===== src/issue_defines.svh =====
// Issue slice sizing macros

`ifndef ISSUE_DEFINES_SVH
`define ISSUE_DEFINES_SVH

//////////////////////////////////////////////////
// Reservation station geometry
//////////////////////////////////////////////////

`define RS_SIZE   4     // Entries in the station
`define RS_IDX_W  2     // Bits to index one entry

//////////////////////////////////////////////////
// Datapath widths
//////////////////////////////////////////////////

// One unique tag per in-flight instruction
`define TAG_W     6

// Operands, results and NPC
`define XLEN      32

`endif


===== src/issue_pkg.sv =====
// Issue slice types

`include "issue_defines.svh"

package issue_pkg;

    //////////////////////////////////////////////////
    // ALU opcodes
    //////////////////////////////////////////////////

    typedef enum logic [2:0] {
        ALU_ADD = 3'd0,     // a + b
        ALU_SUB = 3'd1,     // a - b
        ALU_AND = 3'd2,
        ALU_OR  = 3'd3,
        ALU_XOR = 3'd4,
        ALU_SLL = 3'd5,     // Shift amount from b[4:0]
        ALU_SRL = 3'd6,     // Logical, zero fill
        ALU_SLT = 3'd7      // Signed compare, result 0 or 1
    } alu_func_e;

    //////////////////////////////////////////////////
    // Packets
    //////////////////////////////////////////////////

    // Issue stage to ALU
    typedef struct packed {
        logic [`XLEN-1:0]     opa;
        logic [`XLEN-1:0]     opb;
        logic [`TAG_W-1:0]    rob_tag;    // Tag of this instruction
        alu_func_e            alu_func;
        logic [`XLEN-1:0]     npc;
        logic [`RS_IDX_W-1:0] rs_tag;     // Station entry it came from
    } is_ex_packet_t;

    // Finished result
    // Also the common data bus payload once delivered
    typedef struct packed {
        logic [`TAG_W-1:0]    rob_tag;
        logic [`XLEN-1:0]     value;
        logic [`XLEN-1:0]     npc;
    } cdb_packet_t;

endpackage


===== src/rs_if.sv =====
// Reservation station to issue stage bus

`timescale 1ns/1ns
`include "issue_defines.svh"

interface rs_if;

    // Per-entry view presented by the station
    logic [`RS_SIZE-1:0]  entry_ready;                // Valid and both operands present
    logic [`XLEN-1:0]     entry_opa      [`RS_SIZE];
    logic [`XLEN-1:0]     entry_opb      [`RS_SIZE];
    logic [`TAG_W-1:0]    entry_rob_tag  [`RS_SIZE];
    issue_pkg::alu_func_e entry_alu_func [`RS_SIZE];
    logic [`XLEN-1:0]     entry_npc      [`RS_SIZE];

    // One-hot, from the issue stage
    logic [`RS_SIZE-1:0]  issue_grant;

    // Station side
    modport station (
        output entry_ready,
        output entry_opa,
        output entry_opb,
        output entry_rob_tag,
        output entry_alu_func,
        output entry_npc,
        input  issue_grant
    );

    // Issue stage side
    modport issue (
        input  entry_ready,
        input  entry_opa,
        input  entry_opb,
        input  entry_rob_tag,
        input  entry_alu_func,
        input  entry_npc,
        output issue_grant
    );

endinterface


===== src/reservation_station.sv =====
// ALU reservation station

`timescale 1ns/1ns
`include "issue_defines.svh"

module reservation_station (
    input  logic                   clock,
    input  logic                   arst_n,
    // Dispatch
    input  logic                   disp_valid,
    output logic                   disp_ready,
    input  logic [`TAG_W-1:0]      disp_rob_tag,
    input  issue_pkg::alu_func_e   disp_alu_func,
    input  logic                   disp_opa_valid,
    input  logic [`XLEN-1:0]       disp_opa,
    input  logic [`TAG_W-1:0]      disp_opa_tag,
    input  logic                   disp_opb_valid,
    input  logic [`XLEN-1:0]       disp_opb,
    input  logic [`TAG_W-1:0]      disp_opb_tag,
    input  logic [`XLEN-1:0]       disp_npc,
    // Result broadcast
    input  logic                   cdb_valid,
    input  issue_pkg::cdb_packet_t cdb_packet,
    rs_if.station                  rs
);

    // Entry control
    logic [`RS_SIZE-1:0]  entry_valid;
    logic [`RS_SIZE-1:0]  opa_valid;
    logic [`RS_SIZE-1:0]  opb_valid;
    // Entry payload
    logic [`TAG_W-1:0]    opa_tag  [`RS_SIZE];    // Producer tags while waiting
    logic [`TAG_W-1:0]    opb_tag  [`RS_SIZE];
    logic [`XLEN-1:0]     opa_val  [`RS_SIZE];
    logic [`XLEN-1:0]     opb_val  [`RS_SIZE];
    logic [`TAG_W-1:0]    rob_tag  [`RS_SIZE];
    issue_pkg::alu_func_e alu_func [`RS_SIZE];
    logic [`XLEN-1:0]     npc      [`RS_SIZE];

    logic [`RS_SIZE-1:0]  alloc_sel;      // One-hot lowest free slot
    logic                 alloc_found;
    logic                 disp_fire;
    logic                 disp_opa_hit;   // Broadcast lands with the dispatch
    logic                 disp_opb_hit;
    logic [`RS_SIZE-1:0]  wake_a;
    logic [`RS_SIZE-1:0]  wake_b;

    //////////////////////////////////////////////////
    // Allocation and tag match
    //////////////////////////////////////////////////

    always_comb begin
        alloc_found = 1'b0;
        alloc_sel   = '0;
        for (int i = 0; i < `RS_SIZE; i++) begin
            if (!alloc_found && !entry_valid[i]) begin
                alloc_sel[i] = 1'b1;
                alloc_found  = 1'b1;
            end
        end
    end

    assign disp_ready   = alloc_found;             // Any free entry
    assign disp_fire    = disp_valid && disp_ready;
    assign disp_opa_hit = !disp_opa_valid && cdb_valid && (cdb_packet.rob_tag == disp_opa_tag);
    assign disp_opb_hit = !disp_opb_valid && cdb_valid && (cdb_packet.rob_tag == disp_opb_tag);

    // Waiting operands snoop the broadcast
    always_comb begin
        for (int i = 0; i < `RS_SIZE; i++) begin
            wake_a[i] = entry_valid[i] && !opa_valid[i] && cdb_valid &&
                        (cdb_packet.rob_tag == opa_tag[i]);
            wake_b[i] = entry_valid[i] && !opb_valid[i] && cdb_valid &&
                        (cdb_packet.rob_tag == opb_tag[i]);
        end
    end

    //////////////////////////////////////////////////
    // Entry state
    //////////////////////////////////////////////////

    always_ff @(posedge clock or negedge arst_n) begin
        if (!arst_n) begin
            entry_valid <= '0;
            opa_valid   <= '0;
            opb_valid   <= '0;
        end else begin
            for (int i = 0; i < `RS_SIZE; i++) begin
                if (disp_fire && alloc_sel[i]) begin
                    entry_valid[i] <= 1'b1;
                    opa_valid[i]   <= disp_opa_valid || disp_opa_hit;
                    opb_valid[i]   <= disp_opb_valid || disp_opb_hit;
                end else begin
                    if (rs.issue_grant[i])
                        entry_valid[i] <= 1'b0;    // Leaves on issue
                    if (wake_a[i])
                        opa_valid[i] <= 1'b1;
                    if (wake_b[i])
                        opb_valid[i] <= 1'b1;
                end
            end
        end
    end

    always_ff @(posedge clock) begin
        for (int i = 0; i < `RS_SIZE; i++) begin
            if (disp_fire && alloc_sel[i]) begin
                opa_val[i]  <= disp_opa_hit ? cdb_packet.value : disp_opa;
                opb_val[i]  <= disp_opb_hit ? cdb_packet.value : disp_opb;
                opa_tag[i]  <= disp_opa_tag;
                opb_tag[i]  <= disp_opb_tag;
                rob_tag[i]  <= disp_rob_tag;
                alu_func[i] <= disp_alu_func;
                npc[i]      <= disp_npc;
            end else begin
                if (wake_a[i])
                    opa_val[i] <= cdb_packet.value;
                if (wake_b[i])
                    opb_val[i] <= cdb_packet.value;
            end
        end
    end

    // View for the issue stage
    assign rs.entry_ready    = entry_valid & opa_valid & opb_valid;
    assign rs.entry_opa      = opa_val;
    assign rs.entry_opb      = opb_val;
    assign rs.entry_rob_tag  = rob_tag;
    assign rs.entry_alu_func = alu_func;
    assign rs.entry_npc      = npc;

endmodule


===== src/stage_is.sv =====
// Issue select stage

`timescale 1ns/1ns
`include "issue_defines.svh"

module stage_is (
    input  logic                     fu_ready,    // ALU can take a packet
    output logic                     is_valid,
    output issue_pkg::is_ex_packet_t is_packet,
    rs_if.issue                      rs
);

    logic issued;   // First ready entry already taken

    //////////////////////////////////////////////////
    // Fixed priority select, entry 0 first
    //////////////////////////////////////////////////

    always_comb begin
        issued         = 1'b0;
        is_valid       = 1'b0;
        is_packet      = '0;
        rs.issue_grant = '0;

        // Nothing leaves while the ALU is stalled
        if (fu_ready) begin
            for (int i = 0; i < `RS_SIZE; i++) begin
                if (!issued && rs.entry_ready[i]) begin
                    is_valid           = 1'b1;
                    is_packet.opa      = rs.entry_opa[i];
                    is_packet.opb      = rs.entry_opb[i];
                    is_packet.rob_tag  = rs.entry_rob_tag[i];
                    is_packet.alu_func = rs.entry_alu_func[i];
                    is_packet.npc      = rs.entry_npc[i];
                    is_packet.rs_tag   = `RS_IDX_W'(i);    // Entry index

                    rs.issue_grant[i]  = 1'b1;             // Frees the entry at the edge
                    issued             = 1'b1;
                end
            end
        end
    end

endmodule


===== src/alu_unit.sv =====
// Single stage pipelined ALU

`timescale 1ns/1ns
`include "issue_defines.svh"

module alu_unit (
    input  logic                     clock,
    input  logic                     arst_n,
    input  logic                     is_valid,
    input  issue_pkg::is_ex_packet_t is_packet,
    input  logic                     wb_ready,     // Writeback takes ex_packet
    output logic                     fu_ready,
    output logic                     ex_valid,
    output issue_pkg::cdb_packet_t   ex_packet
);

    logic [`XLEN-1:0] alu_result;
    logic             ex_load;      // Stage advances

    //////////////////////////////////////////////////
    // Result compute
    //////////////////////////////////////////////////

    always_comb begin
        case (is_packet.alu_func)
            issue_pkg::ALU_ADD: alu_result = is_packet.opa + is_packet.opb;
            issue_pkg::ALU_SUB: alu_result = is_packet.opa - is_packet.opb;
            issue_pkg::ALU_AND: alu_result = is_packet.opa & is_packet.opb;
            issue_pkg::ALU_OR:  alu_result = is_packet.opa | is_packet.opb;
            issue_pkg::ALU_XOR: alu_result = is_packet.opa ^ is_packet.opb;
            issue_pkg::ALU_SLL: alu_result = is_packet.opa << is_packet.opb[4:0];
            issue_pkg::ALU_SRL: alu_result = is_packet.opa >> is_packet.opb[4:0];
            issue_pkg::ALU_SLT: alu_result = {{(`XLEN-1){1'b0}},
                                  $signed(is_packet.opa) < $signed(is_packet.opb)};
            default:            alu_result = '0;
        endcase
    end

    // Empty, or the held result moves on this cycle
    assign fu_ready = !ex_valid || wb_ready;
    assign ex_load  = fu_ready && is_valid;

    //////////////////////////////////////////////////
    // Stage register
    //////////////////////////////////////////////////

    always_ff @(posedge clock or negedge arst_n) begin
        if (!arst_n)
            ex_valid <= 1'b0;
        else if (fu_ready)
            ex_valid <= is_valid;   // Clears when drained with no new issue
    end

    always_ff @(posedge clock) begin
        if (ex_load) begin
            ex_packet.rob_tag <= is_packet.rob_tag;
            ex_packet.value   <= alu_result;
            ex_packet.npc     <= is_packet.npc;
        end
    end

endmodule


===== src/result_writeback.sv =====
// Result output register and broadcast

`timescale 1ns/1ns
`include "issue_defines.svh"

module result_writeback (
    input  logic                   clock,
    input  logic                   arst_n,
    // From the ALU
    input  logic                   ex_valid,
    input  issue_pkg::cdb_packet_t ex_packet,
    output logic                   wb_ready,
    // Result port
    output logic                   res_valid,
    input  logic                   res_ready,
    output logic [`TAG_W-1:0]      res_rob_tag,
    output logic [`XLEN-1:0]       res_value,
    output logic [`XLEN-1:0]       res_npc,
    // Wakeup broadcast
    output logic                   cdb_valid,
    output issue_pkg::cdb_packet_t cdb_packet
);

    issue_pkg::cdb_packet_t res_q;  // Held result

    //////////////////////////////////////////////////
    // One-entry output register
    //////////////////////////////////////////////////

    // Room when empty or the current result leaves now
    assign wb_ready = !res_valid || res_ready;

    always_ff @(posedge clock or negedge arst_n) begin
        if (!arst_n)
            res_valid <= 1'b0;
        else if (wb_ready)
            res_valid <= ex_valid;
    end

    // Holds steady while res_ready is low
    always_ff @(posedge clock) begin
        if (wb_ready && ex_valid)
            res_q <= ex_packet;
    end

    assign res_rob_tag = res_q.rob_tag;
    assign res_value   = res_q.value;
    assign res_npc     = res_q.npc;

    //////////////////////////////////////////////////
    // Broadcast
    //////////////////////////////////////////////////

    // Only a delivered value wakes dependents
    assign cdb_valid  = res_valid && res_ready;
    assign cdb_packet = res_q;

endmodule


===== src/issue_core_top.sv =====
// Issue slice top level

`timescale 1ns/1ns
`include "issue_defines.svh"

module issue_core_top (
    input  logic                 clock,
    input  logic                 arst_n,
    // Dispatch
    input  logic                 disp_valid,
    output logic                 disp_ready,
    input  logic [`TAG_W-1:0]    disp_rob_tag,
    input  issue_pkg::alu_func_e disp_alu_func,
    input  logic                 disp_opa_valid,
    input  logic [`XLEN-1:0]     disp_opa,
    input  logic [`TAG_W-1:0]    disp_opa_tag,
    input  logic                 disp_opb_valid,
    input  logic [`XLEN-1:0]     disp_opb,
    input  logic [`TAG_W-1:0]    disp_opb_tag,
    input  logic [`XLEN-1:0]     disp_npc,
    // Result
    output logic                 res_valid,
    input  logic                 res_ready,
    output logic [`TAG_W-1:0]    res_rob_tag,
    output logic [`XLEN-1:0]     res_value,
    output logic [`XLEN-1:0]     res_npc
);

    logic                     is_valid;
    issue_pkg::is_ex_packet_t is_packet;
    logic                     fu_ready;
    logic                     ex_valid;
    issue_pkg::cdb_packet_t   ex_packet;
    logic                     wb_ready;
    logic                     cdb_valid;     // Result delivered this cycle
    issue_pkg::cdb_packet_t   cdb_packet;

    rs_if rs_bus ();

    reservation_station rs_i (
        .clock          (clock),
        .arst_n         (arst_n),
        .disp_valid     (disp_valid),
        .disp_ready     (disp_ready),
        .disp_rob_tag   (disp_rob_tag),
        .disp_alu_func  (disp_alu_func),
        .disp_opa_valid (disp_opa_valid),
        .disp_opa       (disp_opa),
        .disp_opa_tag   (disp_opa_tag),
        .disp_opb_valid (disp_opb_valid),
        .disp_opb       (disp_opb),
        .disp_opb_tag   (disp_opb_tag),
        .disp_npc       (disp_npc),
        .cdb_valid      (cdb_valid),
        .cdb_packet     (cdb_packet),
        .rs             (rs_bus.station)
    );

    // Combinational pick, same cycle as the entries
    stage_is is_i (
        .fu_ready  (fu_ready),
        .is_valid  (is_valid),
        .is_packet (is_packet),
        .rs        (rs_bus.issue)
    );

    alu_unit alu_i (
        .clock     (clock),
        .arst_n    (arst_n),
        .is_valid  (is_valid),
        .is_packet (is_packet),
        .wb_ready  (wb_ready),
        .fu_ready  (fu_ready),
        .ex_valid  (ex_valid),
        .ex_packet (ex_packet)
    );

    result_writeback wb_i (
        .clock       (clock),
        .arst_n      (arst_n),
        .ex_valid    (ex_valid),
        .ex_packet   (ex_packet),
        .wb_ready    (wb_ready),
        .res_valid   (res_valid),
        .res_ready   (res_ready),
        .res_rob_tag (res_rob_tag),
        .res_value   (res_value),
        .res_npc     (res_npc),
        .cdb_valid   (cdb_valid),
        .cdb_packet  (cdb_packet)
    );

endmodule


===== config.mk =====
export PLATFORM = sky130hd
export DESIGN_NAME = issue_core_top
export DESIGN_NICKNAME = d
export VERILOG_FILES = /design/src/issue_pkg.sv /design/src/rs_if.sv /design/src/reservation_station.sv /design/src/stage_is.sv /design/src/alu_unit.sv /design/src/result_writeback.sv /design/src/issue_core_top.sv
export VERILOG_INCLUDE_DIRS = /design/src
export SDC_FILE = /design/constraint.sdc
export NUM_CORES = 1
export LEC_CHECK = 0
export BUFFER_PORTS_ARGS = -buffer_cell sky130_fd_sc_hd__buf_2
export CAP_MARGIN = 20
export CELL_PAD_IN_SITES_DETAIL_PLACEMENT = 1
export CELL_PAD_IN_SITES_GLOBAL_PLACEMENT = 1
export CORE_MARGIN = 4
export CORE_UTILIZATION = 51
export DETAILED_ROUTE_END_ITERATION = 16
export GPL_TIMING_DRIVEN = 0
export HOLD_SLACK_MARGIN = 0.12
export PLACE_DENSITY_LB_ADDON = 0.1
export SYNTH_ARGS = -nofsm -noshare
export SYNTH_HDL_FRONTEND = slang
export SYNTH_SLANG_ARGS = --single-unit

===== constraint.sdc =====
create_clock -name clock -period 6.9 [get_ports clock]
set_input_delay 0.345 -clock clock [delete_from_list [all_inputs] [get_ports clock]]
set_output_delay 0.345 -clock clock [all_outputs]
set_load 0.005 [all_outputs]

## After elaboration in Yosys (flattened, before gate mapping)

Memory sizes are Yosys's and may differ from the RTL's.
Cells that the tools add are included.

| word-level totals | value |
|---|---|
| register bits | 574 |
| bits in latches | 0 |
| bits in writable memories | 48 |
| bits in read-only memories | 0 |
| input port bits | 123 |
| output and inout bits | 72 |
| logic and storage cells | 249 |
| memories kept | 2 |

| operators by class | value |
|---|---|
| add/subtract/negate cells | 2 |
| $mul | 0 |
| div/mod/pow operators | 0 |
| $lt $le $gt $ge | 1 |
| equality and inequality tests | 17 |
| shifts and indexed selects | 2 |
| muxes and demuxes | 95 |
| bitwise gates (word level) | 5 |
| reduce and logical (&&, ||, !) cells | 85 |

Memories:

| name | depth | bits a word | read ports | clocked after Yosys merged registers in | write ports | RTL line | text |
|---|---|---|---|---|---|---|---|
| rs_i.opa_tag | 4 | 6 | 4 | 0 | 1 | reservation_station.sv:32 | `` logic [`TAG_W-1:0] opa_tag [`RS_SIZE]; `` |
| rs_i.opb_tag | 4 | 6 | 4 | 0 | 1 | reservation_station.sv:33 | `` logic [`TAG_W-1:0] opb_tag [`RS_SIZE]; `` |

Operator list:

| operator | number |
|---|---|
| two-way mux 32 bit | 18 |
| two-way mux 107 bit | 5 |
| one-hot mux 32 bit (8 select lines) | 1 |
| == test 6 bit | 10 |
| two-way mux 1 bit | 58 |
| logical AND 1 bit | 42 |
| two-way mux 6 bit | 6 |
| OR reduction 6 bit | 6 |
| adder 32 bit | 1 |
| bitwise AND 32 bit | 1 |
| less-than comparator 32 bit | 1 |
| bitwise OR 32 bit | 1 |
| << shifter 32 x 5 -> 32 bit | 1 |
| >> shifter 32 x 5 -> 32 bit | 1 |
| subtractor 32 bit | 1 |
| XOR 32 bit | 1 |
| nonzero test 2 bit | 12 |
| zero test 1 bit | 20 |
| == test 3 bit (second input constant) | 4 |
| two-way mux 2 bit | 6 |
| bitwise AND 4 bit | 2 |
| == test 3 x 2 -> 1 bit (second input constant) | 2 |
| logical OR 1 bit | 4 |
| two-way mux 4 bit | 1 |
| 2 further kinds | 2 |

## Longest topological paths before layout

| depth | value |
|---|---|
| word-level depth | 18 |
| depth in mapped cells | 23 |
| depth with buffers taken out | 18 |

## Modules after synthesis

A second synthesis with hierarchy kept.

| second synthesis, totals | value |
|---|---|
| cell total of the unflattened synthesis | 2727 |
| area, all modules | 34810.9 sq um |

By module, submodules not included:

| module | instances | cells an instance | area an instance (sq um) | seq. area each (sq um) |
|---|---|---|---|---|
| reservation_station | 1 | 911 | 18610.3 | 14353.8 |
| alu_unit | 1 | 1271 | 10313.6 | 2127.0 |
| stage_is | 1 | 400 | 3199.3 | 0.0 |
| result_writeback | 1 | 145 | 2687.6 | 2127.0 |

## Worst setup path after synthesis

No wires, ideal clock.

| path | value |
|---|---|
| kind | register to register |
| from | register rs_i.entry_valid[0] |
| to | register, netlist name alu_i.ex_packet[0] |
| library setup time | 499 ps |
| data arrival time | 4561 ps |
| data required time | 6401 ps |
| setup slack | 1840 ps |
| cell stages (with the launch flop) | 8 |
| buffers on the path | 4 |
| clock period less this slack | 5060 ps |
| cell sequence | dfrtp_1 > and3_1 > buf_2 > buf_4 > clkbuf_1 > buf_1 > nor4_1 > nor2_1 |

| on the way | value |
|---|---|
| longest elaborated chain between the ends | 17 |
| elaborated cells on any way between the ends | 19 |
| those cells by class | 10 x mux; 2 x bitwise; 7 x reduce/logical |

RTL lines:

| what | RTL line | text |
|---|---|---|
| start, declared | reservation_station.sv:28 | `` logic [`RS_SIZE-1:0] entry_valid; `` |
| start signal, assigned | reservation_station.sv:84 | `entry_valid <= '0;` |
| start signal, assigned by index | reservation_station.sv:90 | `entry_valid[i] <= 1'b1;` |
| start signal, assigned by index | reservation_station.sv:95 | `entry_valid[i] <= 1'b0;` |
| bitwise AND 4 bit (*) (2 in a row) | reservation_station.sv:125 | `assign rs.entry_ready = entry_valid & opa_valid & opb_valid;` |
| two-way mux 1 bit (*) | stage_is.sv:28 | `if (!issued && rs.entry_ready[i]) begin` |
| two-way mux 1 bit | stage_is.sv:26 | `if (fu_ready) begin` |
| zero test 1 bit | stage_is.sv:28 |  |
| logical AND 1 bit | stage_is.sv:28 |  |
| two-way mux 1 bit | stage_is.sv:28 |  |
| two-way mux 1 bit | stage_is.sv:26 |  |
| zero test 1 bit | stage_is.sv:28 |  |
| logical AND 1 bit | stage_is.sv:28 |  |
| two-way mux 1 bit | stage_is.sv:28 |  |
| two-way mux 1 bit | stage_is.sv:26 |  |
| zero test 1 bit | stage_is.sv:28 |  |
| logical AND 1 bit | stage_is.sv:28 |  |
| two-way mux 1 bit (*) | stage_is.sv:28 |  |
| two-way mux 1 bit (*) | stage_is.sv:26 |  |
| logical AND 1 bit (*) | alu_unit.sv:41 | `assign ex_load = fu_ready && is_valid;` |
| net alu_i.ex_load | alu_unit.sv:18 | `logic ex_load;` |

The timed path passes the listed nets; every way through them passes the cells marked *. The select of a mux whose other input is x is not followed.
A chain may end at the register's enable or synchronous reset.

## Worst setup path in the final report

| path | value |
|---|---|
| from | register rs_i.entry_valid[0] |
| to | register, netlist name alu_i.ex_packet[32] |

| on the way | value |
|---|---|
| longest elaborated chain between the ends | 18 |
| elaborated cells on any way between the ends | 36 |
| those cells by class | 2 x add/sub; 1 x order compare; 7 x eq/ne; 2 x shift; 12 x mux; 5 x bitwise; 7 x reduce/logical |

RTL lines:

| what | RTL line | text |
|---|---|---|
| bitwise AND 4 bit (*) (2 in a row) | reservation_station.sv:125 |  |
| two-way mux 1 bit | stage_is.sv:28 |  |
| two-way mux 1 bit | stage_is.sv:26 |  |
| zero test 1 bit | stage_is.sv:28 |  |
| logical AND 1 bit | stage_is.sv:28 |  |
| two-way mux 1 bit | stage_is.sv:28 |  |
| two-way mux 1 bit | stage_is.sv:26 |  |
| zero test 1 bit | stage_is.sv:28 |  |
| [2 not listed] | n/a |  |
| two-way mux 1 bit | stage_is.sv:26 |  |
| zero test 1 bit | stage_is.sv:28 |  |
| logical AND 1 bit | stage_is.sv:28 |  |
| two-way mux 107 bit (*) | stage_is.sv:28 |  |
| two-way mux 107 bit (*) | stage_is.sv:26 |  |
| subtractor 32 bit, or another cell as far along | alu_unit.sv:27 | `issue_pkg::ALU_SUB: alu_result = is_packet.opa - is_packet.opb;` |
| one-hot mux 32 bit (8 select lines) (*) | alu_unit.sv:25 | `case (is_packet.alu_func)` |
| net alu_i.alu_result[0] | alu_unit.sv:17 | `` logic [`XLEN-1:0] alu_result; `` |

Marked as above.

==> summary.txt <==
Hold Crit Start -> disp_opb_valid
Status -> finished with violations
# DRC -> 0
Crit path capture type -> register
Global-route wire length before repair -> 239000 um
Final wirelength -> 170000 um
Die Wd -> 269 um
Setup WS post-layout -> -0.0301 ns
Clock Latency Late Sink -> 0.66 ns
Place WS -> -0.710 ns
Bufs on Longest Clock Path -> 3
CTS buffer count -> 66
Core ar. -> 0.0674 sq mm
Final min period -> 6.93 ns
CP Class -> register to register
Worst path max stage delay -> 0.62 ns
H-tree depth -> 3
Crit path required time -> 7.30 ns
Crit Path Max Fanout -> 10
Largest net degree at the start of global routing -> 56
Share of layout cells above drive strength 1 -> 22.9%
Clock skew -> 0.0476 ns
Critical R2R Launch -> rs_i.entry_valid[0]$_DFFE_PN0P_
Footprint of the multi-input gates -> 0.0148 sq mm
Die H -> 269 um
CTS tree -> done
Clock Pin Slew Worst Setup and Hold Paths -> 0.07 ns
Final hold vios -> 0
Synth Area per Inst -> 11.8 sq um
CP max-delay cell -> dfrtp_1
IO Pins -> 195
CTS Sinks -> 622
Cell chain of the critical path -> and3_1, buf_2, buf_4, clkbuf_2, buf_2, nand2_1, a31oi_1, inv_1, ha_1, or3_1, nor3_1, a21o_1, o211ai_1, a221oi_2, o221a_2, o2111ai_1, and3_1, o41ai_4
Root Driver -> clkbuf_16
Initial antenna violation count -> 2
Rows -> 95
Cell count after synthesis -> 2956
Placer Congestion -> 1.02
Flip-flop and latch area -> 0.0186 sq mm
Sequential element share of the synthesized area -> 53.5%
Async SR Flop Fraction -> 2.25%
DPL Wire Length -> 113000 um
Top FF cell, synth -> edfxtp_1
Fmax -> 0.144 GHz
Pins Over Slew Limit -> 0
Final nets -> 3593
Number of flops mapped to enable cells by yosys -> 608
Max-capacitance violation count -> 0
Post-CTS Repair Setup Buffers -> 0
Finish-stage setup viols -> 1
Worst hold endpoint -> rs_i.opb_valid[2]$_DFFE_PN0P_
Failing checks -> setup timing
Final period util -> 100%
Syn nets -> 3178
Endpoint of the lowest-slack register-to-register path -> alu_i.ex_packet[32]$_DFFE_PP_
DIE AREA -> 0.0725 sq mm
DRT iter0 DRCs -> 4832
Hold Crit Depth -> 3
Initial core utilization -> 51.6%
Worst slew margin -> 19.4%
Critical Path Start Type -> register
Synthesized cell area -> 0.0348 sq mm
Yosys warning count -> 0
Final core utilization -> 60.4%
R2R cell count -> 18
Fill count -> 6834
Post-synth cell types -> 95
Total congestion overflow -> 0
Detail Route Antenna Nets -> 0
Worst reg-to-reg setup slack -> -0.03 ns
Worst-margin pin slew -> 1.21 ns
Wire per inst -> 39.5 um
Hold WC Path Type -> input port to register
Cell area after layout -> 0.0407 sq mm
Pre-antenna DRT Iters -> 10
Tot GR Track Use -> 45.3%
Hold_ws -> 0.115 ns
Post-DP Area -> 0.0374 sq mm
WP data arrival -> 7.33 ns
Number of global-route vias before repair -> 31.9k
Vias per std cell -> 7.22
Number of I/O port buffers -> 194
Seq cells post-synth -> 622
DR vias -> 31.0k
Area delta synth->final -> 17.0%
==> Yosys cell counts (all sizes together) (49+ instances only) <==
cell type  number  area share (%)
a21oi         163             2.4
inv           124             1.4
xnor2          70             1.8
mux2i         116             3.3
buf           102             1.7
ha             97             3.5
nor2          157             1.7
nand3          49            0.77
nand2         285             3.1
mux2          279             9.0
edfxtp        608              52
clkbuf        116             1.3
o21ai         145             2.1
==> flip-flops by register name (all words and copies together) (netlist names) <==
| register | flops |
|---|---|
| rs_i.opb_valid | 4 |
| rs_i.rs.entry_rob_tag | 24 |
| rs_i.opa_tag | 24 |
| wb_i.res_npc | 32 |
| rs_i.opb_tag | 24 |
| rs_i.rs.entry_alu_func | 12 |
| wb_i.res_value | 32 |
| rs_i.rs.entry_opa | 128 |
| rs_i.rs.entry_opb | 128 |
| wb_i.res_rob_tag | 6 |
| rs_i.rs.entry_npc | 128 |
| alu_i.ex_valid | 1 |
| wb_i.res_valid | 1 |
| rs_i.opa_valid | 4 |
| alu_i.ex_packet | 70 |
| rs_i.entry_valid | 4 |
==> stage by stage <==
stage / std cells / TNS (ns)
final: 4295 / -0.0301
after global routing: 4295 / -0.00637
after CTS: 4294 / 0
after detailed placement: 4061 / -1.57
after global placement: 4023 / -418.54
after floorplan: 2956 / 0
==> area by class of cell <==
type,count,area share [%]
clock inverter,38,0.839
buffer,216,2.56
multi-input combinational,1992,36.5
inverter,124,1.17
antenna,1,0.00615
sequential,622,45.7
timing repair buffer,349,6.30
tap,873,2.68
clock buffer,80,4.26
==> critical path: cells and delay by family, from the launching register on <==
kind | cells | cell delay [ns]
DFF | 1 | 0.62
buffers and inverters | 5 | 1.79
adders and majority gates | 1 | 0.27
and+or+nand+nor | 5 | 1.44
AOI/OAI and AO/OA | 7 | 2.52
==> layout by cell type, fill, tap and decap left out, drive strengths merged, types with 97 or more instances in the layout <==
cell type	count
edfxtp	608
buf	336
nand2	285
mux2	279
clkbuf	193
a21oi	163
nor2	157
o21ai	145
inv	126
mux2i	116
dlygate4sd3	116
ha	97
==> logic make-up (layout without fill, tap and decap cells) <==
group	Yosys count	in the layout	share of synthesized area, %
AOI/OAI and AO/OA	765	765	15.5
and+or+nand+nor	651	651	8.65
DFF	622	622	53.5
muxes	397	397	12.5
buffers and inverters	342	807	4.30
adders and majority gates	99	99	3.60
xor gates and xnor gates	80	80	2.01
other	0	1	0
==> routing by layer <==
metal | part of all wire, % | wire [um] | track usage, % | vias up
met1 | 35 | 59900 | 55.2 | 15500
met4 | 7.7 | 13000 | 27.6 | 0
li1 | - | - | - | 12200
met5 | 0 | 0 | 0 | -
met2 | 46 | 77300 | 72.0 | 2626
met3 | 11 | 19500 | 12.7 | 725
==> timing repair <==
action / in CTS / in global routing
endpoints found under the hold margin: 457 / 0
resized for setup: 17 / 31
endpoints found under the setup margin: 15 / 21
pin swaps: 0 / 0
hold buffers: 116 / 0
==> worst max path at each step <==
stage | cells past startpoint | startpoint | slack, ns | end
final | 18 | rs_i.entry_valid[0]$_DFFE_PN0P_ | -0.03 | alu_i.ex_packet[32]$_DFFE_PP_
after global routing | 19 | rs_i.entry_valid[0]$_DFFE_PN0P_ | -0.006 | alu_i.ex_packet[61]$_DFFE_PP_
after CTS | 21 | rs_i.entry_valid[1]$_DFFE_PN0P_ | 0.04 | alu_i.ex_packet[62]$_DFFE_PP_
after detailed placement | 20 | rs_i.entry_valid[0]$_DFFE_PN0P_ | -0.71 | alu_i.ex_packet[32]$_DFFE_PP_
after global placement | 7 | rs_i.entry_valid[0]$_DFFE_PN0P_ | -2.16 | alu_i.ex_packet[37]$_DFFE_PP_
after floorplan | 7 | rs_i.entry_valid[0]$_DFFE_PN0P_ | 1.84 | alu_i.ex_packet[0]$_SDFFCE_PP0P_
Power is left out: the tool's default activity adds up to more than one toggle a clock period on the data nets, which glitch-free logic cannot reach.
